`config.mk`:
```
export PLATFORM = sky130hd
export DESIGN_NAME = ts_apb_regs
export DESIGN_NICKNAME = d
export VERILOG_FILES = /design/src/rtl/buf_pkg.sv /design/src/rtl/ts_pkg.sv /design/src/rtl/ts_apb_regs.sv
export SDC_FILE = /design/constraint.sdc
export NUM_CORES = 1
export LEC_CHECK = 0
export BUFFER_PORTS_ARGS = -buffer_cell sky130_fd_sc_hd__clkbuf_2
export CAP_MARGIN = 20
export CORE_ASPECT_RATIO = 1.4
export CORE_MARGIN = 3
export CORE_UTILIZATION = 56
export DETAILED_ROUTE_END_ITERATION = 8
export HOLD_SLACK_MARGIN = 0.03
export PLACE_DENSITY = 0.91
export SLEW_MARGIN = 30
export SYNTH_ARGS = -nofsm -noshare
export SYNTH_HDL_FRONTEND = slang
export SYNTH_SLANG_ARGS = --single-unit
```
`constraint.sdc`:
```
create_clock -name ts_clk -period 3.5 [get_ports ts_clk]
set_input_delay 0.525 -clock ts_clk [delete_from_list [all_inputs] [get_ports ts_clk]]
set_output_delay 0.525 -clock ts_clk [all_outputs]
set_load 0.005 [all_outputs]
```
`src/rtl/buf_pkg.sv`:
```
`default_nettype none

package buf_pkg;

	localparam int BUF_SLOTS  = 4;
	localparam int SLOT_W     = 2;
	localparam int BUF_ADDR_W = 8;
	localparam int APB_ADDR_W = 12;

	// Oldest slot index sits at this bit of REG_STATUS, the full count at bit 0
	localparam int STAT_SLOT_LSB = 8;

	// ====================================================================
	// APB register map
	// ====================================================================
	localparam logic [APB_ADDR_W-1:0] REG_CTRL     = 12'h000;
	localparam logic [APB_ADDR_W-1:0] REG_PID_A    = 12'h004;
	localparam logic [APB_ADDR_W-1:0] REG_PID_B    = 12'h008;
	localparam logic [APB_ADDR_W-1:0] REG_STATUS   = 12'h00C;
	localparam logic [APB_ADDR_W-1:0] REG_RELEASE  = 12'h010;
	localparam logic [APB_ADDR_W-1:0] REG_CNT_ACC  = 12'h014;
	localparam logic [APB_ADDR_W-1:0] REG_CNT_DROP = 12'h018;
	localparam logic [APB_ADDR_W-1:0] REG_CNT_ERR  = 12'h01C;
	localparam logic [APB_ADDR_W-1:0] BUF_WIN_BASE = 12'h400;

endpackage

`default_nettype wire

```
`src/rtl/ts_pkg.sv`:
```
`default_nettype none

package ts_pkg;

	localparam int TS_PKT_BYTES = 188;
	localparam int TS_PKT_WORDS = 47;
	localparam int TS_SYM_W     = 10;
	localparam int TS_PID_W     = 13;

	localparam logic [7:0] TS_SYNC_BYTE = 8'h47;
	localparam logic [1:0] TS_GOOD_TAG  = 2'b11;

	// ====================================================================
	// One buffer word, seen either as four stream bytes or as the header
	// ====================================================================

	// The first byte received sits in raw[3]
	typedef union packed {
		logic [3:0][7:0] raw;
		struct packed {
			logic [7:0]          sync;
			logic                tei;
			logic                pusi;
			logic                prio;
			logic [TS_PID_W-1:0] pid;
			logic [1:0]          scramble;
			logic [1:0]          afc;
			logic [3:0]          cc;
		} hdr;
	} ts_word_u;

endpackage

`default_nettype wire
```
`src/rtl/ts_apb_regs.sv`:
```
`default_nettype none

module ts_apb_regs
	import ts_pkg::*;
	import buf_pkg::*;
(
	input  logic                  ts_clk,
	input  logic                  S_AXI_ARESETN,
	input  logic                  psel,
	input  logic                  penable,
	input  logic                  pwrite,
	input  logic [APB_ADDR_W-1:0] paddr,
	input  logic [31:0]           pwdata,
	output logic [31:0]           prdata,
	output logic                  pready,
	output logic                  pslverr,
	input  logic                  pkt_done,
	input  logic [SLOT_W-1:0]     pkt_slot,
	input  logic                  cnt_drop_inc,
	input  logic                  cnt_err_inc,
	output logic                  cfg_enable,
	output logic                  cfg_pass_all,
	output logic [TS_PID_W-1:0]   pid_a,
	output logic                  pid_a_en,
	output logic [TS_PID_W-1:0]   pid_b,
	output logic                  pid_b_en,
	output logic                  slot_free,
	output logic [SLOT_W-1:0]     wr_slot,
	output logic                  rd_req,
	output logic [BUF_ADDR_W-1:0] rd_addr,
	input  logic                  rd_gnt,
	input  logic [31:0]           rd_data
);

	logic [SLOT_W-1:0] head;
	logic [SLOT_W-1:0] tail;
	logic [SLOT_W:0]   full_cnt;
	logic [31:0]       cnt_acc;
	logic [31:0]       cnt_drop;
	logic [31:0]       cnt_err;
	logic              gnt_q;
	logic              access;
	logic              win_sel;
	logic              win_rd;
	logic              reg_hit;
	logic              reg_wr;
	logic              release_wr;
	logic [31:0]       reg_rdata;

	function automatic logic [31:0] sat_inc(input logic [31:0] cnt, input logic inc);
		if (inc && (cnt != '1))
			return cnt + 32'd1;
		return cnt;
	endfunction

	// ====================================================================
	// APB decode and buffer window
	// ====================================================================
	assign access = psel && penable;
	assign win_sel = (paddr >= BUF_WIN_BASE) && (paddr < BUF_WIN_BASE + 4 * TS_PKT_WORDS) &&
		(paddr[1:0] == 2'b00);
	assign win_rd = access && win_sel && !pwrite && (full_cnt != 0);

	// Data granted last cycle is on rd_data now, which ends the transfer
	assign rd_req = win_rd && !gnt_q;
	assign rd_addr = {tail, paddr[7:2]};
	assign pready = access && (!win_rd || gnt_q);
	assign pslverr = access && ((!reg_hit && !win_sel) ||
		(win_sel && !pwrite && (full_cnt == 0)));
	assign prdata = gnt_q ? rd_data : reg_rdata;

	assign reg_wr = access && pwrite && reg_hit;
	assign release_wr = reg_wr && (paddr == REG_RELEASE) && (full_cnt != 0);
	assign slot_free = full_cnt < BUF_SLOTS;
	assign wr_slot = head;

	always_comb begin
		reg_hit = 1'b1;
		reg_rdata = '0;
		case (paddr)
			REG_CTRL:     reg_rdata = {30'd0, cfg_pass_all, cfg_enable};
			REG_PID_A:    reg_rdata = {18'd0, pid_a_en, pid_a};
			REG_PID_B:    reg_rdata = {18'd0, pid_b_en, pid_b};
			REG_STATUS: begin
				reg_rdata[SLOT_W:0] = full_cnt;
				reg_rdata[STAT_SLOT_LSB +: SLOT_W] = tail;
			end
			REG_RELEASE:  reg_rdata = '0;
			REG_CNT_ACC:  reg_rdata = cnt_acc;
			REG_CNT_DROP: reg_rdata = cnt_drop;
			REG_CNT_ERR:  reg_rdata = cnt_err;
			default:      reg_hit = 1'b0;
		endcase
	end

	// ====================================================================
	// Configuration, slot ring and counters
	// ====================================================================
	always_ff @(posedge ts_clk) begin
		if (!S_AXI_ARESETN) begin
			cfg_enable <= 1'b0;
			cfg_pass_all <= 1'b0;
			pid_a <= '0;
			pid_a_en <= 1'b0;
			pid_b <= '0;
			pid_b_en <= 1'b0;
			head <= '0;
			tail <= '0;
			full_cnt <= '0;
			cnt_acc <= '0;
			cnt_drop <= '0;
			cnt_err <= '0;
			gnt_q <= 1'b0;
		end else begin
			gnt_q <= rd_gnt;
			if (reg_wr && (paddr == REG_CTRL)) begin
				cfg_enable <= pwdata[0];
				cfg_pass_all <= pwdata[1];
			end
			if (reg_wr && (paddr == REG_PID_A)) begin
				pid_a <= pwdata[TS_PID_W-1:0];
				pid_a_en <= pwdata[TS_PID_W];
			end
			if (reg_wr && (paddr == REG_PID_B)) begin
				pid_b <= pwdata[TS_PID_W-1:0];
				pid_b_en <= pwdata[TS_PID_W];
			end
			if (pkt_done)
				head <= pkt_slot + 1'b1;
			if (release_wr)
				tail <= tail + 1'b1;
			case ({pkt_done, release_wr})
				2'b10:   full_cnt <= full_cnt + 1'b1;
				2'b01:   full_cnt <= full_cnt - 1'b1;
				default: full_cnt <= full_cnt;
			endcase
			cnt_acc <= sat_inc(cnt_acc, pkt_done);
			cnt_drop <= sat_inc(cnt_drop, cnt_drop_inc);
			cnt_err <= sat_inc(cnt_err, cnt_err_inc);
		end
	end

endmodule

`default_nettype wire

```
; ---- Word-level counts from Yosys, hierarchy flattened
; Index checks and enable logic that the tools add are counted.
; W data, S select, Z words.
[totals]
register_bits = 134
in_bits = 87
out_inout_bits = 76
elab_cells = 86
[op_classes]
add_sub_neg = 7
n_lt_le_gt_ge = 3
n_eq_ne = 12
n_mux = 16
n_reduce_logical = 35
[op_table]
columns = op, n
row1 = $mux W32, 4
row2 = $pmux W22 S5, 1
row3 = $add A32 B1 Y32 const B, 3
row4 = $ne A32 B32 Y1 const B, 3
row5 = $eq A12 B5 Y1 const B, 4
row6 = $pmux W5 S5, 1
row7 = $eq A12 B4 Y1 const B, 2
row8 = $logic_and A1 B1 Y1, 22
row9 = $pmux W3 S7, 1
row10 = $eq A12 B3 Y1 const B, 1
row11 = $ge A12 B11 Y1 const B, 1
row12 = $logic_not A12 Y1, 1
row13 = $lt A12 B11 Y1 const B, 1
row14 = $pmux W2 S6, 1
row15 = $reduce_or A8 Y1, 1
row16 = $mux W1, 7
row17 = $pmux W3 S2, 1
row18 = $logic_not A1 Y1, 5
row19 = $add A2 B1 Y2 const B, 2
row20 = $add A3 B1 Y3 const B, 1
row21 = $logic_not A3 Y1, 1
row22 = $lt A3 B3 Y1 const B, 1
row23 = $reduce_bool A3 Y1, 1
row24 = $sub A3 B1 Y3 const B, 1
row25 = other kinds (5), 6

; ---- Depth between registers and ports, before layout
[logic_depth]
depth_word = 9
depth_mapped = 10
ltp_nobuf = 9

; ---- Least setup slack after synthesis
; No wires, ideal clock.
[synth_path]
kind = input -> register
from = input port paddr[5]
to = register full_cnt[2]
setup_time_ns = 0.070
arrival_ns = 3.105
t_required_ns = 3.430
path_slack_ns = 0.325
stages = 10
path_buffers = 1
path_cell_list = or4_1 clkbuf_1 nand4b_1 nor3_1 ha_1 inv_1 fa_1 xor2_1 or3_1 a21oi_1
[synth_between]
elab_chain_len = 8
word_cells_on_any_way = 17
cone_classes = eq/ne (9) / mux (2) / reduce/logical (6)
[synth_lines]
columns = element, line
row1 = start: declaration, ts_apb_regs.sv:12  ; input logic [APB_ADDR_W-1:0] paddr,
row2 = "$eq A12 B5 Y1, or another cell as far along", "ts_apb_regs.sv:73, ts_apb_regs.sv:80"
row3 = $reduce_or A8 Y1 (no line), n/a
row4 = $mux W1, ts_apb_regs.sv:80  ; case (paddr)
row5 = $logic_and A1 B1 Y1, ts_apb_regs.sv:72  ; assign reg_wr = access && pwrite && reg_hit;
row6 = $logic_and A1 B1 Y1 (*) (2 in series), ts_apb_regs.sv:73  ; assign release_wr = reg_wr && (paddr == REG_RELEASE) && (full_cnt != 0);
row7 = $eq A2 B1 Y1 / $eq A2 B2 Y1 (equally long branches), ts_apb_regs.sv:132  ; case ({pkt_done, release_wr})
row8 = $pmux W3 S2 / $reduce_bool A2 Y1 (equally long branches), n/a
row9 = end signal: assignment, ts_apb_regs.sv:133  ; 2'b10: full_cnt <= full_cnt + 1'b1;
row10 = end signal: assignment, ts_apb_regs.sv:134  ; 2'b01: full_cnt <= full_cnt - 1'b1;
row11 = end signal: assignment, ts_apb_regs.sv:135  ; default: full_cnt <= full_cnt;
row12 = end: declaration, ts_apb_regs.sv:37  ; logic [SLOT_W:0] full_cnt;
; Mark *: on every way between the ends. The rest lies on a longest branch, timed or not.
; A chain may end at the register's enable or synchronous reset.

; ---- Final worst setup path
[layout_path]
from = input port paddr[0]
to = output port prdata[17]
[layout_between]
elab_chain_len = 3
word_cells_on_any_way = 7
cone_classes = eq/ne (5) / mux (2)
[layout_lines]
columns = element, line
row1 = "$eq A12 B5 Y1, or another cell as far along", ts_apb_regs.sv:80
row2 = $pmux W22 S5 (*), ts_apb_regs.sv:80
row3 = $mux W32 (*), ts_apb_regs.sv:70  ; assign prdata = gnt_q ? rd_data : reg_rdata;
row4 = end: declaration, ts_apb_regs.sv:14  ; output logic [31:0] prdata,
; Marked as above.

==> impl_metrics.env <==
export IMPL_outcome="finished clean"
export IMPL_drv_cap=0
export IMPL_die_w_um=106
export IMPL_die_height_um=146
export IMPL_syn_instance_count=973
export IMPL_use_met2_pct=51.0
export IMPL_grt_pass1_vias=8057
export IMPL_relSlewSlack_pct=36.9
export IMPL_grt_max_degree=68
export IMPL_cts_resized_gates=0
export IMPL_rsz0062_at_grt="false"
export IMPL_ys_warn_count=0
export IMPL_synth_nets=1065
export IMPL_p_int_mw=2.76
export IMPL_pwr_share_clk_pct=50.3
export IMPL_p_comb_share_pct=6.6
export IMPL_ir_drop_v=0.000238
export IMPL_drive_above_1_share_pct=23.1
export IMPL_cp_max_fo=19
export IMPL_dpl_hpwl_mm=17.0
export IMPL_end_kind="primary output"
export IMPL_ant_nets=0
export IMPL_coreArea_um2=13500
export IMPL_cp_required_ns=2.97
export IMPL_overflow=0
export IMPL_synthFlopType="dfxtp_1"
export IMPL_nets=1184
export IMPL_grt_usage_pct=30.8
export IMPL_antenna_found_initial=0
export IMPL_async_reset_ff_share_pct=0
export IMPL_yosys_area_share_simple_pct=28.9
export IMPL_synth_area_um2=7820
export IMPL_synth_edff_count=0
export IMPL_setup_tns_final_ns=0
export IMPL_finalSetupViolCount=0
export IMPL_synth_cell_types=66
export IMPL_post_route_cell_area_um2=9280
export IMPL_hold_buffers=0
export IMPL_drv_slew=0
export IMPL_synth_fa_ha_area_share_pct=0.896
export IMPL_place_inst=1255
export IMPL_post_route_period_util_pct=93.5
export IMPL_finalHoldViolations=0
export IMPL_most_common_layout_cells="clkbuf_2, dfxtp_1, nand2_1, a21oi_1, o21ai_0"
export IMPL_clkLatencyLatePin_ns=0.43
export IMPL_skew_ns=0.00890
export IMPL_start_kind="input pin"
export IMPL_cts_sinks=134
export IMPL_place_area_um2=8660
export IMPL_synth_compound_area_share_pct=23.2
export IMPL_cts_buffer_depth=2
export IMPL_power_density_nw_per_um2=391
export IMPL_cts_clk_slew_worst_paths_ns=0.06
export IMPL_fin_crit_ns=3.27
export IMPL_die_area_um2=15400
export IMPL_post_route_util_pct=68.6
export IMPL_synth_xor_area_share_pct=3.25
export IMPL_ios=163
export IMPL_final_common_cell="clkbuf_2"
export IMPL_holdWs_ns=0.308
export IMPL_synth_seq_cells=134
export IMPL_leakage_nw=3.29
export IMPL_p_sw_mw=0.864
export IMPL_grt_pass1_wl_mm=39.2
export IMPL_gr_usage_met1_pct=36.3
export IMPL_synth_mux_area_share_pct=3.62
export IMPL_num_antenna_cells=0
export IMPL_top_usage_layer="met2"
export IMPL_worst_slew_pin_slew_ns=0.946
export IMPL_clockRootBuffer="clkbuf_16"
export IMPL_port_buffers=144
export IMPL_h_tree_depth=4
export IMPL_syn_to_final_growth_pct=18.7
export IMPL_route_detailed_drc=0
export IMPL_synth_top_family_by_area="simple AND/OR/NAND/NOR gates"
export IMPL_arrival_ns=2.75
export IMPL_max_freq_mhz=306
export IMPL_holdCritPathClass="in2reg"
export IMPL_use_met3_pct=7.37
export IMPL_drt_iter0_markers=759
export IMPL_final_setup_worst_slack_ns=0.228
export IMPL_cts_setup_buffers=0
export IMPL_start_util_pct=57.8
export IMPL_finalNonFillerCells=1286
export IMPL_routed_wl_mm=24.2
export IMPL_cts_tree="done"
export IMPL_drtPass1Iterations=6
export IMPL_gp_congestion=0.917
export IMPL_p_sw_share_pct=23.9
export IMPL_pre_cts_slack_ns=0.246
export IMPL_p_seq_share_pct=43.1
export IMPL_syn_mean_instance_area_um2=8.03
export IMPL_worstSetupPathType="in2out"
export IMPL_vias=8479
export IMPL_routed_via_density=6.59
export IMPL_cts_buffers=17
export IMPL_seq_area_frac_synth_pct=34.3
export IMPL_power_total_mw=3.62
export IMPL_rows=50
export IMPL_wl_per_cell_um=18.8
[layout make-up]
type,instances,area [um^2]
Timing Repair Buffer,165,903
Inverter,39,146
Multi-Input combinational cell,735,4710
Clock buffer,22,484
Tap cell,182,228
Clock inverter,9,118
Sequential cell,134,2680
Fill cell,1043,4240
[path summary, 6_finish.rpt]
kind	from	to	slack [ns]	cells past startpoint
worst max-delay path	paddr[0]	prdata[17]	0.23	8
worst min-delay path	rd_gnt	gnt_q	0.31	2
worst max register to register	cnt_acc[13]	cnt_acc[6]	0.81	6
worst min register to register	pid_b[0]	pid_b[0]	0.48	2
[metal layers]
| layer | wire length, um | share of wire, % |
|---|---|---|
| met3 | 2270 | 9.4 |
| met1 | 8990 | 37 |
| met4 | 1230 | 5.1 |
| met2 | 11700 | 48 |
| met5 | 0 | 0 |
[power groups by stage]
stage               registers (mW)  clock network (mW)  logic (mW)
floorplan                     1.58                   0       0.147
global placement              1.59                   0       0.226
detailed placement            1.59                   0       0.232
CTS                           1.56                1.83       0.234
global route                  1.56                1.90       0.260
finish                        1.56                1.82       0.238
[critical path, stage by stage]
cell and delay [ns]:
clkbuf_2 0.08, or4_1 0.54, or3_1 0.50, nor3_4 0.24
buf_12 0.20, a221oi_1 0.11, a221oi_1 0.36, clkbuf_2 0.18
[Yosys cell counts, types with 8 or more instances]
cell      number  area share, %
nand4_1       25            2.0
mux2i_1        8            1.0
or4_1         23            2.2
xnor2_1       13            1.5
dfxtp_1      134             34
o21ai_0       57            3.6
nor4_1        22            1.8
and4_1        12            1.3
buf_2         12           0.77
buf_4          8           0.77
nor3_1         9           0.58
inv_1         39            1.9
nor2b_1       15            1.2
a221oi_1      20            2.2
nand2_1      125            6.0
a221oi_2      18            3.5
nand2b_1      14            1.1
a222oi_1       9            1.2
or3_1         35            2.8
clkbuf_1      38            1.8
o211ai_1      10           0.96
o31ai_1       19            1.8
nand3_1       53            3.4
nor2_1        44            2.1
and3_1        11           0.88
xor2_1        16            1.8
a21oi_1       90            5.8
mux2_2        12            1.7
[state kept, by name, summed over array words and instances (netlist names)]
name,flops
full_cnt,3
pid_a_en,1
wr_slot,2
pid_b_en,1
gnt_q,1
cfg_enable,1
cfg_pass_all,1
tail,2
pid_a,13
cnt_acc,32
cnt_drop,32
pid_b,13
cnt_err,32
[cell families (layout without fill, tap and decap cells)]
kind of cell,count (synthesis),after routing
and+or+nand+nor,417,417
AOI/OAI and AO/OA,261,261
DFF,134,134
buffers and inverters,104,235
xor gates and xnor gates,29,29
muxes,23,23
adders and majority gates,5,5
No activity file was read; power rests on OpenSTA's default activity.
