$ cat config.mk
export PLATFORM = sky130hd
export DESIGN_NAME = ts_packet_framer
export DESIGN_NICKNAME = d
export VERILOG_FILES = /design/src/rtl/buf_pkg.sv /design/src/rtl/ts_pkg.sv /design/src/rtl/ts_packet_framer.sv
export SDC_FILE = /design/constraint.sdc
export NUM_CORES = 1
export LEC_CHECK = 0
export ABC_AREA = 1
export BUFFER_PORTS_ARGS = -buffer_cell sky130_fd_sc_hd__buf_2
export CORE_AREA = 5 5 87 89
export DETAILED_ROUTE_END_ITERATION = 8
export DIE_AREA = 0 0 92 94
export HOLD_SLACK_MARGIN = 0.02
export PLACE_DENSITY_LB_ADDON = 0.2
export SLEW_MARGIN = 20
export SYNTH_ARGS = -nofsm -noshare
export SYNTH_HDL_FRONTEND = slang
export SYNTH_SLANG_ARGS = --single-unit
export TNS_END_PERCENT = 5
$ cat constraint.sdc
create_clock -name ts_clk -period 3.07 [get_ports ts_clk]
set_input_delay 0 -clock ts_clk [delete_from_list [all_inputs] [get_ports ts_clk]]
set_output_delay 0 -clock ts_clk [all_outputs]
set_load 0.02 [all_outputs]
$ cat src/rtl/buf_pkg.sv
`default_nettype none

package buf_pkg;

	localparam int BUF_SLOTS  = 4;
	localparam int SLOT_W     = 2;
	localparam int BUF_ADDR_W = 8;
	localparam int APB_ADDR_W = 12;

	// Oldest slot index sits at this bit of REG_STATUS, the full count at bit 0
	localparam int STAT_SLOT_LSB = 8;

	// ====================================================================
	// APB register map
	// ====================================================================
	localparam logic [APB_ADDR_W-1:0] REG_CTRL     = 12'h000;
	localparam logic [APB_ADDR_W-1:0] REG_PID_A    = 12'h004;
	localparam logic [APB_ADDR_W-1:0] REG_PID_B    = 12'h008;
	localparam logic [APB_ADDR_W-1:0] REG_STATUS   = 12'h00C;
	localparam logic [APB_ADDR_W-1:0] REG_RELEASE  = 12'h010;
	localparam logic [APB_ADDR_W-1:0] REG_CNT_ACC  = 12'h014;
	localparam logic [APB_ADDR_W-1:0] REG_CNT_DROP = 12'h018;
	localparam logic [APB_ADDR_W-1:0] REG_CNT_ERR  = 12'h01C;
	localparam logic [APB_ADDR_W-1:0] BUF_WIN_BASE = 12'h400;

endpackage

`default_nettype wire

$ cat src/rtl/ts_pkg.sv
`default_nettype none

package ts_pkg;

	localparam int TS_PKT_BYTES = 188;
	localparam int TS_PKT_WORDS = 47;
	localparam int TS_SYM_W     = 10;
	localparam int TS_PID_W     = 13;

	localparam logic [7:0] TS_SYNC_BYTE = 8'h47;
	localparam logic [1:0] TS_GOOD_TAG  = 2'b11;

	// ====================================================================
	// One buffer word, seen either as four stream bytes or as the header
	// ====================================================================

	// The first byte received sits in raw[3]
	typedef union packed {
		logic [3:0][7:0] raw;
		struct packed {
			logic [7:0]          sync;
			logic                tei;
			logic                pusi;
			logic                prio;
			logic [TS_PID_W-1:0] pid;
			logic [1:0]          scramble;
			logic [1:0]          afc;
			logic [3:0]          cc;
		} hdr;
	} ts_word_u;

endpackage

`default_nettype wire
$ cat src/rtl/ts_packet_framer.sv
`default_nettype none

module ts_packet_framer
	import ts_pkg::*;
	import buf_pkg::*;
(
	input  logic                  ts_clk,
	input  logic                  S_AXI_ARESETN,
	input  logic                  ts_valid,
	input  logic                  ts_sync,
	input  logic [TS_SYM_W-1:0]   ts_data,
	input  logic                  cfg_enable,
	input  logic                  cfg_pass_all,
	input  logic [TS_PID_W-1:0]   pid_a,
	input  logic                  pid_a_en,
	input  logic [TS_PID_W-1:0]   pid_b,
	input  logic                  pid_b_en,
	input  logic                  slot_free,
	input  logic [SLOT_W-1:0]     wr_slot,
	output logic                  wr_en,
	output logic [BUF_ADDR_W-1:0] wr_addr,
	output logic [31:0]           wr_data,
	output logic                  pkt_done,
	output logic [SLOT_W-1:0]     pkt_slot,
	output logic                  cnt_drop_inc,
	output logic                  cnt_err_inc
);

	logic [7:0] byte_cnt;
	logic       in_pkt;
	logic       pkt_err;
	logic       pkt_acc;
	logic       wr_last;
	ts_word_u   word_q;
	ts_word_u   word_nxt;
	logic [7:0] pos;
	logic       start;
	logic       live;
	logic       misplaced;
	logic       cur_err;
	logic       cur_acc;
	logic       tag_bad;
	logic       hdr_done;
	logic       sync_bad;
	logic       pid_hit;
	logic       hdr_ok;
	logic       acc_now;
	logic       drop_now;
	logic       err_now;
	logic       write_now;

	// ====================================================================
	// Byte position and header decode
	// ====================================================================
	always_comb begin
		word_nxt.raw = {word_q.raw[2:0], ts_data[7:0]};
		start = ts_valid && ts_sync && cfg_enable;
		misplaced = ts_valid && ts_sync && in_pkt;
		// A sync pulse never continues the packet in progress
		live = ts_valid && (start || (in_pkt && !ts_sync));
		pos = start ? 8'd0 : byte_cnt;
		cur_err = start ? 1'b0 : pkt_err;
		cur_acc = start ? 1'b0 : pkt_acc;
		tag_bad = ts_data[TS_SYM_W-1:8] != TS_GOOD_TAG;
		hdr_done = live && (pos == 8'd3);
		sync_bad = hdr_done && (word_nxt.hdr.sync != TS_SYNC_BYTE);
		pid_hit = cfg_pass_all ||
			(pid_a_en && (word_nxt.hdr.pid == pid_a)) ||
			(pid_b_en && (word_nxt.hdr.pid == pid_b));
		hdr_ok = hdr_done && !tag_bad && !sync_bad && !cur_err && pid_hit;
		acc_now = hdr_ok && slot_free;
		drop_now = hdr_ok && !slot_free;
		err_now = (live && !cur_err && (tag_bad || sync_bad)) || (misplaced && !pkt_err);
		write_now = live && (pos[1:0] == 2'd3) && !tag_bad && (acc_now || cur_acc);
	end

	always_ff @(posedge ts_clk) begin
		if (!S_AXI_ARESETN) begin
			byte_cnt <= '0;
			in_pkt <= 1'b0;
			pkt_err <= 1'b0;
			pkt_acc <= 1'b0;
			wr_en <= 1'b0;
			wr_last <= 1'b0;
			pkt_done <= 1'b0;
			cnt_drop_inc <= 1'b0;
			cnt_err_inc <= 1'b0;
		end else begin
			wr_en <= write_now;
			wr_last <= write_now && (pos == TS_PKT_BYTES - 1);
			pkt_done <= wr_en && wr_last;
			cnt_drop_inc <= drop_now;
			cnt_err_inc <= err_now;
			if (live) begin
				byte_cnt <= pos + 8'd1;
				in_pkt <= pos != TS_PKT_BYTES - 1;
				pkt_err <= cur_err || tag_bad || sync_bad;
				pkt_acc <= (cur_acc || acc_now) && !tag_bad;
			end else if (misplaced) begin
				in_pkt <= 1'b0;
			end
		end
	end

	// Word index is the byte position over four
	always_ff @(posedge ts_clk) begin
		if (live)
			word_q <= word_nxt;
		if (write_now) begin
			wr_addr <= {wr_slot, pos[7:2]};
			wr_data <= word_nxt.raw;
		end
		if (wr_en)
			pkt_slot <= wr_addr[BUF_ADDR_W-1 -: SLOT_W];
	end

endmodule

`default_nettype wire

Word level (Yosys, flattened, before mapping). Cells that the tools add are included.

Reductions and logical operators: 39. Equality and inequality tests: 8. Add/sub/neg operators: 1. Multiplexer cells: 5.

Operator list (count): $eq 13x13->1 (2); $logic_and 1x1->1 (24); $add 8x1->8 const B (1); $eq 8x2->1 const B (1); $eq 8x8->1 const B (1); $logic_or 1x1->1 (8); $mux 8 (1); $ne 8x7->1 const B (1); $ne 8x8->1 const B (1); $logic_not 1->1 (6); $mux 1 (4); $eq 2x2->1 const B (1); $ne 2x2->1 const B (1); $reduce_bool 2->1 (1).

Input bits: 47. Bits in registers: 82. Output and inout port bits: 46.

Depth between registers and ports, before layout. Gate-level depths: netlist of the first run.

Depth after elaboration: 14. Mapped depth: 13. Depth with buffers taken out: 12.

Least setup slack after synthesis of the first run. Ideal clock, no wire load.

Path kind: reg2reg. Start: register in_pkt. End: register wr_addr[0], enable pin. Setup slack: 0.274 ns. Arrival: 2.401 ns. Library setup time: 0.395 ns. Buffers on the path: 0. Stages on the path, launching flop included: 11. Cells stage by stage: dfxtp_1 nand3_2 nand2_2 nand2_1 nor3_2 nand2_1 nor2_2 nand3_1 nand2_2 nand2_1 inv_1.

Cells in the longest elaborated chain, start to end: 12.

Ends and longest elaborated chain: start: declaration (RTL line ts_packet_framer.sv:30) `logic in_pkt;`; start signal: assignment (RTL line ts_packet_framer.sv:96) `in_pkt <= pos != TS_PKT_BYTES - 1;`; $logic_and 1x1->1 (*) (RTL line ts_packet_framer.sv:60) `live = ts_valid && (start || (in_pkt && !ts_sync));`; $logic_or 1x1->1 (*) (RTL line ts_packet_framer.sv:60); $logic_and 1x1->1 (*) (RTL line ts_packet_framer.sv:60); net live (RTL line ts_packet_framer.sv:38) `logic live;`; $logic_and 1x1->1 (RTL line ts_packet_framer.sv:65) `hdr_done = live && (pos == 8'd3);`; $logic_and 1x1->1 (RTL line ts_packet_framer.sv:66) `sync_bad = hdr_done && (word_nxt.hdr.sync != TS_SYNC_BYTE);`; $logic_not 1->1 (RTL line ts_packet_framer.sv:70) `hdr_ok = hdr_done && !tag_bad && !sync_bad && !cur_err && pid_hit;`; $logic_and 1x1->1 (3 in series) (RTL line ts_packet_framer.sv:70); $logic_and 1x1->1 (RTL line ts_packet_framer.sv:71) `acc_now = hdr_ok && slot_free;`; $logic_or 1x1->1 (RTL line ts_packet_framer.sv:74) `write_now = live && (pos[1:0] == 2'd3) && !tag_bad && (acc_now || cur_acc);`; $logic_and 1x1->1 (*) (RTL line ts_packet_framer.sv:74); net write_now (RTL line ts_packet_framer.sv:50) `logic write_now;`; end signal: assignment (RTL line ts_packet_framer.sv:110) `wr_addr <= {wr_slot, pos[7:2]};`; end: declaration (RTL line ts_packet_framer.sv:21) `output logic [BUF_ADDR_W-1:0] wr_addr,`.

The timed path passes the listed nets; every way through them passes the cells marked *. A chain may end at the register's enable or synchronous reset.

Worst setup path in the final report of the first run.
Start: input port ts_valid. End: register wr_data[18], enable pin.

Cells in the longest elaborated chain, start to end: 13.

Ends and longest elaborated chain: start: declaration (RTL line ts_packet_framer.sv:9) `input logic ts_valid,`; $logic_and 1x1->1 (2 in series) (RTL line ts_packet_framer.sv:57) `start = ts_valid && ts_sync && cfg_enable;`; $mux 8 / $logic_or 1x1->1 (equally long branches) (RTL line ts_packet_framer.sv:61, ts_packet_framer.sv:60); $eq 8x2->1 / $logic_and 1x1->1 (equally long branches) (RTL line ts_packet_framer.sv:65, ts_packet_framer.sv:60); $logic_and 1x1->1 (RTL line ts_packet_framer.sv:65); $logic_and 1x1->1 (RTL line ts_packet_framer.sv:66); $logic_not 1->1 (RTL line ts_packet_framer.sv:70); $logic_and 1x1->1 (3 in series) (RTL line ts_packet_framer.sv:70); $logic_and 1x1->1 (RTL line ts_packet_framer.sv:71); $logic_or 1x1->1 (RTL line ts_packet_framer.sv:74); $logic_and 1x1->1 (*) (RTL line ts_packet_framer.sv:74); net write_now (RTL line ts_packet_framer.sv:50); end signal: assignment (RTL line ts_packet_framer.sv:111) `wr_data <= word_nxt.raw;`; end: declaration (RTL line ts_packet_framer.sv:22) `output logic [31:0] wr_data,`.

Marks and branches as above.

==> run summary, run 1 <==
### Status
- **result of the run** complete, no violations

### Timing
- **worst-margin pin slew** 0.412 ns
- **final worst-path cycle share** 77.9%
- **final number of hold-violating endpoints** 0
- **total negative setup slack** 0 ns
- **min cycle time layout** 2.39 ns
- **clock tree skew after final layout** 0.0141 ns
- **total of endpoints with negative setup slack in the final report** 0
- **Highest Clock Rate** 418 MHz
- **RSZ-0062 raised after global routing** false
- **slew margin rel.** 72.5%
- **number of pins with negative max-slew slack in the final report** 0

### Logic synthesis
- **area of the mapped netlist** 3310 um2
- **ranking of synthesized cells by area** sky130_fd_sc_hd__edfxtp_1, sky130_fd_sc_hd__nand2_1, sky130_fd_sc_hd__dfxtp_1, sky130_fd_sc_hd__inv_1, sky130_fd_sc_hd__nor2_1
- **Synth Net Count** 360
- **Post-Syn Instances** 312
- **sequential element share of the synthesized area** 69.6%
- **post-synth top area share** 59.9%
- **Syn Area/Cell** 10.6 um2
- **post-synthesis cell type with the largest combined area** sky130_fd_sc_hd__edfxtp_1
- **count of state elements after synthesis** 82
- **Yosys warning total** 0
- **count of different cell masters after synthesis** 22

### Place
- **post-detailed-placement half-perimeter wirelength** 4.84 mm
- **Buffers on Ports** 92
- **GP Congestion** 0.799
- **number of cells in the design after placement** 485
- **placed instance area** 3880 um2

### Worst hold path
- **type of the most critical hold path** in2reg
- **start point of the worst min-delay path** ts_data[9]

### Floorplanning
- **core area** 6680 um2
- **Initial Utilization** 49.5%
- **die span in x** 92 um
- **count of boundary I/O pins** 93
- **die span in y** 94 um
- **Die Footprint** 8650 um2
- **count of standard-cell rows** 30

### CTS
- **CTS tree** yes
- **Clock Latency Late Sink** 0.34 ns
- **count of clock tree sinks** 82
- **clock root buffer** sky130_fd_sc_hd__clkbuf_8
- **clock-pin slew of the registers on the worst-case setup and hold paths** 0.08 ns
- **number of setup buffers added after CTS** 0
- **clock buffers created by TritonCTS** 9
- **H-tree depth** 3
- **worst-case clock buffer depth** 2

### Job
- **reported max-cap violation count** 0

### Power
- **worst voltage drop across the vdd grid** 0.285 mV
- **standby leakage power** 1.95 nW
- **ratio of total power to cell area** 519 nW/um2

### Detailed routing
- **vias** 2415
- **1st-iter DRT viols** 117
- **mean number of vias per cell** 4.68
- **Detailed Routing Iterations Pass 1** 4
- **Detailed Route WL** 6.78 mm
- **wire length per cell** 13.1 um
- **DRC violation count after routing** 0
- **Antenna Nets Post-Route** 0

### Global routing
- **overall fraction of global-route tracks in use** 16.8%
- **sum of overflow across all layers after global routing** 0
- **maximum number of pins on one net before global-route repair** 33
- **vias in the first global route** 2355
- **initial antenna violation count** 0
- **first-pass GRT wire length** 11.0 mm

### Critical path
- **launching element type of the critical path** input pin
- **WP data required** 3.08 ns
- **Critical path origin** ts_valid
- **arrival time worst endpoint** 2.40 ns
- **kind of end point of the critical path** register
- **type of the worst setup path** in2reg
- **source of the worst register-to-register timing path** word_q[23]
- **maximum fanout along the worst path** 24

### Final layout
- **commonest non-fill, non-tap cell in the layout** sky130_fd_sc_hd__nand2_1
- **count of nets after finishing** 479
- **number of standard cells in the final layout excluding fillers** 516
- **synth-to-layout area growth** 28.7%
- **area of all placed cells without fillers** 4260 um2
- **post-route core utilization** 63.8%
- **share of cells above drive strength 1** 28.7%
- **leading cell types in the layout, fill and taps excluded** sky130_fd_sc_hd__nand2_1, sky130_fd_sc_hd__buf_2, sky130_fd_sc_hd__edfxtp_1
- **number of antenna diodes** 0

[synth_stat cells]
master	number
sky130_fd_sc_hd__nand2_1	96
sky130_fd_sc_hd__edfxtp_1	66
sky130_fd_sc_hd__inv_1	50
sky130_fd_sc_hd__nor2_1	25
sky130_fd_sc_hd__dfxtp_1	16
sky130_fd_sc_hd__a21oi_1	10
sky130_fd_sc_hd__o21ai_0	10
sky130_fd_sc_hd__nand3_1	8
sky130_fd_sc_hd__nand2_2	6
sky130_fd_sc_hd__nor3_1	4
sky130_fd_sc_hd__xnor2_1	4
sky130_fd_sc_hd__nand3_2	3
sky130_fd_sc_hd__nand4_1	3
sky130_fd_sc_hd__inv_2	2
sky130_fd_sc_hd__nor2_2	2
sky130_fd_sc_hd__a21oi_2	1
sky130_fd_sc_hd__buf_2	1
sky130_fd_sc_hd__buf_6	1
sky130_fd_sc_hd__ha_1	1
sky130_fd_sc_hd__nor3_2	1
sky130_fd_sc_hd__nor3b_1	1
sky130_fd_sc_hd__nor4b_1	1
[registers in the layout (all words and copies together), names as in the netlist]
signal and count:
wr_addr 8, cnt_err_inc 1, pkt_done 1, wr_last 1, pkt_err 1, wr_en 1, wr_data 32, in_pkt 1
word_q 24, pkt_slot 2, pkt_acc 1, byte_cnt 8, cnt_drop_inc 1
[critical path, cell delays in order]
cell	delay [ns]
sky130_fd_sc_hd__dlygate4sd3_1	0.53
sky130_fd_sc_hd__buf_2	0.15
sky130_fd_sc_hd__nand3_2	0.23
sky130_fd_sc_hd__nand2_1	0.16
sky130_fd_sc_hd__inv_1	0.08
sky130_fd_sc_hd__ha_1	0.15
sky130_fd_sc_hd__nand2_1	0.11
sky130_fd_sc_hd__nor3_2	0.15
sky130_fd_sc_hd__nand2_1	0.08
sky130_fd_sc_hd__nor2_2	0.11
sky130_fd_sc_hd__nand3_1	0.10
sky130_fd_sc_hd__nand2_2	0.10
sky130_fd_sc_hd__nand2_1	0.06
sky130_fd_sc_hd__inv_1	0.07
sky130_fd_sc_hd__buf_4	0.30
[area by class of cell]
| cell class | count | area [um2] |
|---|---|---|
| multi-input cells | 176 | 796 |
| fillers | 581 | 2420 |
| repair buffers | 110 | 633 |
| clock inverters | 4 | 56.3 |
| flip-flops and latches | 82 | 2300 |
| inverters | 52 | 195 |
| clock buffers | 12 | 178 |
| well taps | 80 | 100 |
[through the flow]
stage / setup WS [ns] / total power [mW] / hold slack (ns)
2_1_floorplan: 0.274 / 1.30 / 0.0768
3_3_place_gp: 0.995 / 1.36 / 0.178
3_5_place_dp: 0.896 / 1.36 / 0.180
4_1_cts: 0.699 / 2.23 / 0.0447
5_1_grt: 0.467 / 2.30 / 0.0892
6_report: 0.680 / 2.21 / 0.0640
[kinds of logic after synthesis]
kind of cell | Yosys count | share of synthesized area (%)
simple gates | 150 | 19.3
flops | 82 | 69.6
fa+ha+maj | 1 | 0.378
xor+xnor | 4 | 1.06
compound gates | 21 | 3.29
buf+inv | 54 | 6.39
[final timing paths]
path | end | slack (ns) | cells past startpoint
setup / recovery | wr_data[18] | 0.68 | 15
hold reg to reg | pkt_done | 0.42 | 2
hold / removal | wr_last | 0.06 | 5
setup reg to reg | wr_data[18] | 0.96 | 10
[power by group]
part	total (mW)	internal, mW	switching [mW]
logic	0.125	0.0583	0.0667
registers	1.22	1.21	0.0116
clock network	0.863	0.479	0.384
[routing by layer]
metal / share of wire [%] / global-route usage [%] / wire length [um]
met1: 45 / 21.4 / 3050
met2: 47 / 26.6 / 3200
met3: 6.1 / 4.41 / 416
met4: 1.7 / 8.17 / 115
met5: 0 / 0 / 0
[repair_timing]
item,CTS,global route
hold buffers,15,0
endpoints found under the setup margin,0,0
resized for setup,0,0
hold endpoints to repair,32,0
Note: power is estimated with default switching activity, not from simulation.
==> inputs of run 2 (changes only) <==
--- a/config.mk
+++ b/config.mk
@@ -5,11 +5,11 @@
 export SDC_FILE = /design/constraint.sdc
 export NUM_CORES = 1
 export LEC_CHECK = 0
-export ABC_AREA = 1
+export ABC_AREA = 0
 export BUFFER_PORTS_ARGS = -buffer_cell sky130_fd_sc_hd__buf_2
-export CORE_AREA = 5 5 87 89
+export CORE_AREA = 5 5 90 92
 export DETAILED_ROUTE_END_ITERATION = 8
-export DIE_AREA = 0 0 92 94
+export DIE_AREA = 0 0 95 97
 export HOLD_SLACK_MARGIN = 0.02
 export PLACE_DENSITY_LB_ADDON = 0.2
 export SLEW_MARGIN = 20
==> constraint.sdc (replaced) <==
create_clock -name ts_clk -period 2.1 [get_ports ts_clk]
set_input_delay 0 -clock ts_clk [delete_from_list [all_inputs] [get_ports ts_clk]]
set_output_delay 0 -clock ts_clk [all_outputs]
set_load 0.02 [all_outputs]
==> run 2 against run 1 <==
Net effect: the flow now finishes with violations (setup timing); count of clock-buffer cells in the layout shrank 3; setup slack lost 0.75 ns; sequential cell count is the same; core utilization shrank 2.2 points; clock skew shrank 0.0064 ns; register-to-register slack lost 1.0 ns; synthesized cell count shrank 34%; largest power group unchanged; synthesized area shrank 4.2%; highest routed layer unchanged.
==> run summary, run 2 <==
### Floorplanning
- **count of standard-cell rows** 31, +3.3%
- **Initial Utilization** 44.4%, -5.1 points
- **die span in x** 95 um, +3.3%
- **Die Footprint** 9220 um2, +6.6%
- **count of boundary I/O pins** 93, unchanged
- **die span in y** 97 um, +3.2%
- **core area** 7140 um2, +6.8%

### Job
- **reported max-cap violation count** 0, unchanged

### Power
- **ratio of total power to cell area** 683 nW/um2, +32%
- **switching part of the total power** 23.0%, +2.1 points
- **power share of the sequential group** 59.4%, +4.1 points
- **combinational cell fraction of total power** 6.7%, +1.0 points
- **switching power summed over all nets** 691 uW, +49%
- **worst voltage drop across the vdd grid** 0.344 mV, +21%
- **clock share of power** 33.9%, -5.1 points
- **standby leakage power** 1.72 nW, -12%
- **Internal Dissipation** 2.31 mW, +32%

### Status
- **result of the run** finished, violations left
- **violated checks** setup timing

### CTS
- **clock-pin slew of the registers on the worst-case setup and hold paths** 0.08 ns, about the same
- **CTS tree** yes
- **count of clock tree sinks** 82, unchanged
- **worst-case clock buffer depth** 2, unchanged
- **H-tree depth** 3, unchanged
- **clock root buffer** sky130_fd_sc_hd__clkbuf_8
- **clock buffers created by TritonCTS** 9, unchanged
- **Clock Latency Late Sink** 0.35 ns, about the same

### Logic synthesis
- **cell with the most instances after synthesis** sky130_fd_sc_hd__edfxtp_1
- **area of the mapped netlist** 3170 um2, -4.2%
- **count of different cell masters after synthesis** 40, +82%
- **sequential element share of the synthesized area** 72.6%, +3.0 points
- **ranking of synthesized cells by area** sky130_fd_sc_hd__edfxtp_1, sky130_fd_sc_hd__dfxtp_1, sky130_fd_sc_hd__xnor2_1, sky130_fd_sc_hd__nand2_1, sky130_fd_sc_hd__nand4_1
- **Yosys warning total** 0, unchanged
- **share of flip-flops with an asynchronous set or reset** 0%, unchanged
- **commonest cells in the netlist** sky130_fd_sc_hd__edfxtp_1, sky130_fd_sc_hd__xnor2_1, sky130_fd_sc_hd__dfxtp_1, sky130_fd_sc_hd__nand2_1, sky130_fd_sc_hd__nor2_1
- **main flop type after synthesis** sky130_fd_sc_hd__edfxtp_1
- **number of synthesized flops with an enable pin** 66, unchanged
- **Synth Net Count** 255, -29%
- **Syn Area/Cell** 15.3 um2, +44%
- **count of state elements after synthesis** 82, unchanged
- **post-synthesis cell type with the largest combined area** sky130_fd_sc_hd__edfxtp_1
- **Post-Syn Instances** 207, -34%
- **post-synth top area share** 62.5%, +2.6 points

### Place
- **number of cells in the design after placement** 419, -14%
- **post-detailed-placement half-perimeter wirelength** 5.00 mm, +3.5%
- **GP Congestion** 0.843, +5.5%
- **dpl ws** -0.0456 ns, -0.942 ns
- **Buffers on Ports** 92, unchanged

### Detailed routing
- **1st-iter DRT viols** 76, -35%
- **vias** 2165, -10%
- **Detailed Route WL** 6.94 mm, +2.4%
- **Antenna Nets Post-Route** 0, unchanged
- **wire length per cell** 15.1 um, +15%
- **Detailed Routing Iterations Pass 1** 4, unchanged
- **mean number of vias per cell** 4.70, +0.34%
- **DRC violation count after routing** 0, unchanged

### Final layout
- **share of cells above drive strength 1** 42.3%, +14 points
- **number of standard cells in the final layout excluding fillers** 461, -11%
- **layout filler cell count** 613, +5.5%
- **number of flip-flops in the largest register** 32, unchanged
- **leading cell types in the layout, fill and taps excluded** sky130_fd_sc_hd__buf_2, sky130_fd_sc_hd__edfxtp_1, sky130_fd_sc_hd__buf_4
- **synth-to-layout area growth** 38.6%
- **commonest non-fill, non-tap cell in the layout** sky130_fd_sc_hd__buf_2
- **count of nets after finishing** 405, -15%
- **number of antenna diodes** 0, unchanged
- **FF+latch area** 2300 um2, unchanged
- **Reg with most FFs** wr_data
- **area of combinational cells with multiple inputs** 875 um2, +9.9%
- **biggest registers after layout** wr_data: 32 flops, word_q: 24 flops

### Timing
- **final worst-path cycle share** 103%
- **min cycle time layout** 2.17 ns
- **total of endpoints with negative setup slack in the final report** 29, +29
- **Highest Clock Rate** 460 MHz
- **clock tree skew after final layout** 0.00770 ns, -0.00639 ns
- **minimum hold slack** 0.0863 ns, +0.0222 ns
- **number of pins with negative max-slew slack in the final report** 0, unchanged
- **worst-margin pin slew** 0.294 ns, -0.118 ns
- **final number of hold-violating endpoints** 0, unchanged
- **Worst Setup Slack, final** -0.0723 ns, -0.752 ns
- **RSZ-0062 raised after global routing** true
- **slew margin rel.** 80.2%, +7.7 points
- **total negative setup slack** -1.72 ns, -1.72 ns

### Global routing
- **overall fraction of global-route tracks in use** 15.6%, -1.2 points
- **first-pass GRT wire length** 10.9 mm, -1.5%
- **vias in the first global route** 2246, -4.6%
- **initial antenna violation count** 0, unchanged
- **maximum number of pins on one net before global-route repair** 30, -9.1%
- **sum of overflow across all layers after global routing** 0, unchanged

### Critical path
- **maximum fanout along the worst path** 14, -42%
- **type of the worst setup path** reg2reg
- **arrival time worst endpoint** 2.24 ns, -0.16 ns
- **WP data required** 2.17 ns, -0.91 ns
- **kind of end point of the critical path** register
- **launching element type of the critical path** register

### Worst hold path
- **type of the most critical hold path** in2reg

## run 2: changes by cell type in the layout (fill, tap and decap cells not counted), sizes merged, moves of 4 or more
cell	change
and2	+7
a21oi	-5
nand4	+6
inv	-47
nand3	-5
xnor2	+26
clkinvlp	+4
nor2	-15
nor4	+4
o21ai	-8
buf	+29
nand2	-87
## run 2: per-stage QoR
stage               cell area (um2)  total power, mW  util, %
finish                         4390             3.00     61.6
global route                   4390             3.13     61.6
CTS                            4290             3.02     60.2
detailed placement             3940             1.99     55.2
global placement               3940             1.99     55.2
floorplan                      3180             1.89        -
## run 2: layout make-up
| type | instances | share of cell area [%] |
|---|---|---|
| clock inverters | 7 | 1.20 |
| well taps | 99 | 2.82 |
| clock buffers | 9 | 2.82 |
| inverters | 4 | 0.342 |
| multi-input cells | 119 | 19.9 |
| flip-flops and latches | 82 | 52.4 |
| repair buffers | 141 | 20.5 |
## run 2: cell families (layout without fill, tap and decap cells)
group	after synthesis	after routing	synth area share, %
flip-flops	82	82	72.6
AND/OR/NAND/NOR	69	69	12.5
XOR/XNOR	32	32	8.84
AO/OA/AOI/OAI	16	16	4.58
buffers and inverters	6	161	0.749
adder cells (fa/ha/maj)	1	1	0.395
multiplexers	1	1	0.355
## run 2: worst paths after layout
path / from / end / cells past startpoint / slack (ns)
min: ts_valid / byte_cnt[0] / 4 / 0.09
max: word_q[9] / wr_addr[5] / 7 / -0.07
min reg2reg: word_q[16] / wr_data[24] / 0 / 0.45
max reg2reg: word_q[9] / wr_addr[5] / 7 / -0.07
## run 2: power by group through the flow
stage	Sequential (mW)	Clock, mW	Combinational, mW
6_report	1.78	1.02	0.200
5_1_grt	1.79	1.12	0.219
4_1_cts	1.78	1.04	0.193
3_5_place_dp	1.82	0	0.168
3_3_place_gp	1.82	0	0.168
2_1_floorplan	1.82	0	0.0757
## run 2: repair_timing
item,in CTS,in global routing
endpoints found under the setup margin,40,40
buffers inserted,2,7
pin swaps,1,5
gates resized for setup,0,3
endpoints found under the hold margin,24,0
cloned,0,1
hold buffers,16,0
## run 2: layer usage
metal / global-route usage (%) / wire [um] / up-vias
met5: 0 / 0 / -
met4: 4.99 / 58 / 0
met1: 18.7 / 2970 / 1038
met3: 4.81 / 347 / 4
li1: - / - / 1072
met2: 26.3 / 3560 / 51
## run 2: worst max-delay path, cell delays in order, from the launching register on
cell,delay [ns]
sky130_fd_sc_hd__edfxtp_1,0.46
sky130_fd_sc_hd__xnor2_1,0.19
sky130_fd_sc_hd__nand4_1,0.19
sky130_fd_sc_hd__o41ai_4,0.42
sky130_fd_sc_hd__o22ai_2,0.15
sky130_fd_sc_hd__nor3_4,0.15
sky130_fd_sc_hd__buf_6,0.15
sky130_fd_sc_hd__clkbuf_16,0.17
==> inputs of run 3 (changes only) <==
--- a/config.mk
+++ b/config.mk
@@ -7,9 +7,10 @@
 export LEC_CHECK = 0
 export ABC_AREA = 0
 export BUFFER_PORTS_ARGS = -buffer_cell sky130_fd_sc_hd__buf_2
-export CORE_AREA = 5 5 90 92
+export CORE_AREA = 5 5 88 90
+export CTS_BUF_LIST = sky130_fd_sc_hd__clkbuf_2
 export DETAILED_ROUTE_END_ITERATION = 8
-export DIE_AREA = 0 0 95 97
+export DIE_AREA = 0 0 93 95
 export HOLD_SLACK_MARGIN = 0.02
 export PLACE_DENSITY_LB_ADDON = 0.2
 export SLEW_MARGIN = 20
==> run 3 against run 2 <==
Net effect: the flow still finishes with violations (setup timing); worst hold slack worse by 0.0034 ns; first-iteration DRC count is 1.3% higher; die area is 4.1% lower; setup slack worse by 0.015 ns; global-route usage is 2.0 points higher; clock power is 35% lower; critical path depth is 1 lower; final area is 2.5% lower; core utilization is 0.21 points lower; final cell count is 3.0% lower; sequential share of layout area is 1.3 points higher; largest cell class unchanged; highest routed layer unchanged.
==> run summary, run 3 (same netlist as run 2, synthesis figures left out) <==
### Status
- **result of the run** finished, violations left
- **violated checks** setup timing

### Place
- **dpl ws** -0.157 ns, -0.111 ns
- **Buffers on Ports** 92, unchanged
- **GP Congestion** 0.812, -3.7%
- **placed instance area** 3870 um2, -1.8%
- **post-detailed-placement half-perimeter wirelength** 5.09 mm, +1.6%

### Floorplanning
- **die span in y** 95 um, -2.1%
- **die span in x** 93 um, -2.1%
- **count of boundary I/O pins** 93, unchanged
- **count of standard-cell rows** 31, unchanged
- **Initial Utilization** 45.4%, +0.99 points
- **core area** 6980 um2, -2.2%
- **Die Footprint** 8840 um2, -4.1%

### Timing
- **total of endpoints with negative setup slack in the final report** 40, +38%
- **clock tree skew after final layout** 0.0132 ns, +0.00551 ns
- **final number of hold-violating endpoints** 0, unchanged
- **final worst-path cycle share** 104%, +0.73 points
- **min cycle time layout** 2.19 ns, +0.0153 ns
- **RSZ-0062 raised after global routing** true
- **slew margin rel.** 76.9%, -3.3 points
- **number of pins with negative max-slew slack in the final report** 0, unchanged
- **Highest Clock Rate** 457 MHz, -0.70%
- **Worst Setup Slack, final** -0.0876 ns, -0.0153 ns
- **worst-margin pin slew** 0.343 ns, +0.0489 ns

### Power
- **final total power** 2.66 mW, -12%
- **worst voltage drop across the vdd grid** 0.331 mV, -3.7%
- **standby leakage power** 1.66 nW, -3.1%
- **ratio of total power to cell area** 620 nW/um2, -9.3%

### Final layout
- **Reg with most FFs** wr_data
- **synth-to-layout area growth** 35.1%
- **leading cell types in the layout, fill and taps excluded** sky130_fd_sc_hd__buf_2, sky130_fd_sc_hd__edfxtp_1, sky130_fd_sc_hd__xnor2_1
- **count of nets after finishing** 408, +0.74%
- **area of all placed cells without fillers** 4280 um2, -2.5%
- **layout filler cell count** 582, -5.1%
- **biggest registers after layout** wr_data: 32 flops, word_q: 24 flops
- **number of antenna diodes** 0, unchanged
- **commonest non-fill, non-tap cell in the layout** sky130_fd_sc_hd__buf_2
- **share of cells above drive strength 1** 40.0%, -2.3 points
- **number of flip-flops in the largest register** 32, unchanged
- **post-route core utilization** 61.4%, -0.21 points

### Critical path
- **launching element type of the critical path** register
- **type of the worst setup path** reg2reg
- **WP data required** 2.33 ns, +0.16 ns
- **kind of end point of the critical path** register
- **maximum fanout along the worst path** 8, -6
- **arrival time worst endpoint** 2.42 ns, +0.18 ns

### CTS
- **clock-pin slew of the registers on the worst-case setup and hold paths** 0.20 ns, +0.12 ns
- **H-tree depth** 3, unchanged
- **clock root buffer** sky130_fd_sc_hd__clkbuf_2
- **worst-case clock buffer depth** 2, unchanged
- **Clock Latency Late Sink** 0.49 ns, +0.14 ns
- **CTS tree** yes
- **clock buffers created by TritonCTS** 9, unchanged
- **count of clock tree sinks** 82, unchanged

### Detailed routing
- **wire length per cell** 15.9 um, +5.3%
- **mean number of vias per cell** 4.98, +6.1%
- **vias** 2228, +2.9%
- **Antenna Nets Post-Route** 0, unchanged
- **1st-iter DRT viols** 77, +1.3%
- **DRC violation count after routing** 0, unchanged
- **Detailed Route WL** 7.09 mm, +2.1%
- **Detailed Routing Iterations Pass 1** 4, unchanged

### Global routing
- **first-pass GRT wire length** 11.5 mm, +5.9%
- **vias in the first global route** 2315, +3.1%
- **initial antenna violation count** 0, unchanged
- **maximum number of pins on one net before global-route repair** 21, -30%
- **sum of overflow across all layers after global routing** 0, unchanged
- **overall fraction of global-route tracks in use** 17.5%, +2.0 points

### Worst hold path
- **type of the most critical hold path** in2reg

### Job
- **reported max-cap violation count** 0, unchanged

run 3: power breakdown:
part / internal [mW] / leakage (nW) / switching [mW]
Clock: 0.151 / 0.0568 / 0.515
Combinational: 0.113 / 0.879 / 0.0893
Sequential: 1.77 / 0.729 / 0.0176
Total: 2.03 / 1.66 / 0.622
run 3: area by class of cell:
cell class	count	area (um2)	share of cell area, %
sequential	82	2300	53.7
timing repair buffer	144	918	21.4
multi-input combinational	119	862	20.1
tap	82	103	2.39
clock buffer	10	50.0	1.17
clock inverter	6	33.8	0.789
inverter	4	15.0	0.350
run 3: through the flow:
step	TNS [ns]	hold WS, ns	std cells
floorplan	-24.12	0.0710	207
global placement	-2.13	0.178	397
detailed placement	-4.67	0.179	397
CTS	-2.62	0.0224	445
global route	-7.53	0.0274	447
finish	-2.86	0.0828	447
run 3: worst paths after layout:
| kind | start | end | slack (ns) | cells after the start |
|---|---|---|---|---|
| worst max-delay path | word_q[6] | wr_addr[7] | -0.09 | 6 |
| worst min-delay path | pid_b[4] | cnt_drop_inc | 0.08 | 6 |
| worst max register to register | word_q[6] | wr_addr[7] | -0.09 | 6 |
| worst min register to register | word_q[19] | wr_data[27] | 0.48 | 0 |
run 3: worst max-delay path: stages (launching register included):
cell	delay, ns
sky130_fd_sc_hd__edfxtp_1	0.51
sky130_fd_sc_hd__xnor2_1	0.21
sky130_fd_sc_hd__nand4_1	0.17
sky130_fd_sc_hd__o41ai_2	0.43
sky130_fd_sc_hd__o22ai_2	0.16
sky130_fd_sc_hd__nor3_4	0.22
sky130_fd_sc_hd__buf_4	0.23
run 3: timing repair:
item	CTS	global route
pin swaps	2	0
endpoints found under the setup margin	40	40
gates resized for setup	2	1
buffers inserted	8	2
hold endpoints to repair	34	0
hold buffers	24	0
run 3: layer usage:
metal | global-route usage (%) | share of wire, % | routed length [um]
met1 | 21.0 | 40 | 2870
met2 | 30.1 | 53 | 3770
met3 | 3.82 | 5.0 | 357
met4 | 8.55 | 1.3 | 93
met5 | 0 | 0 | 0
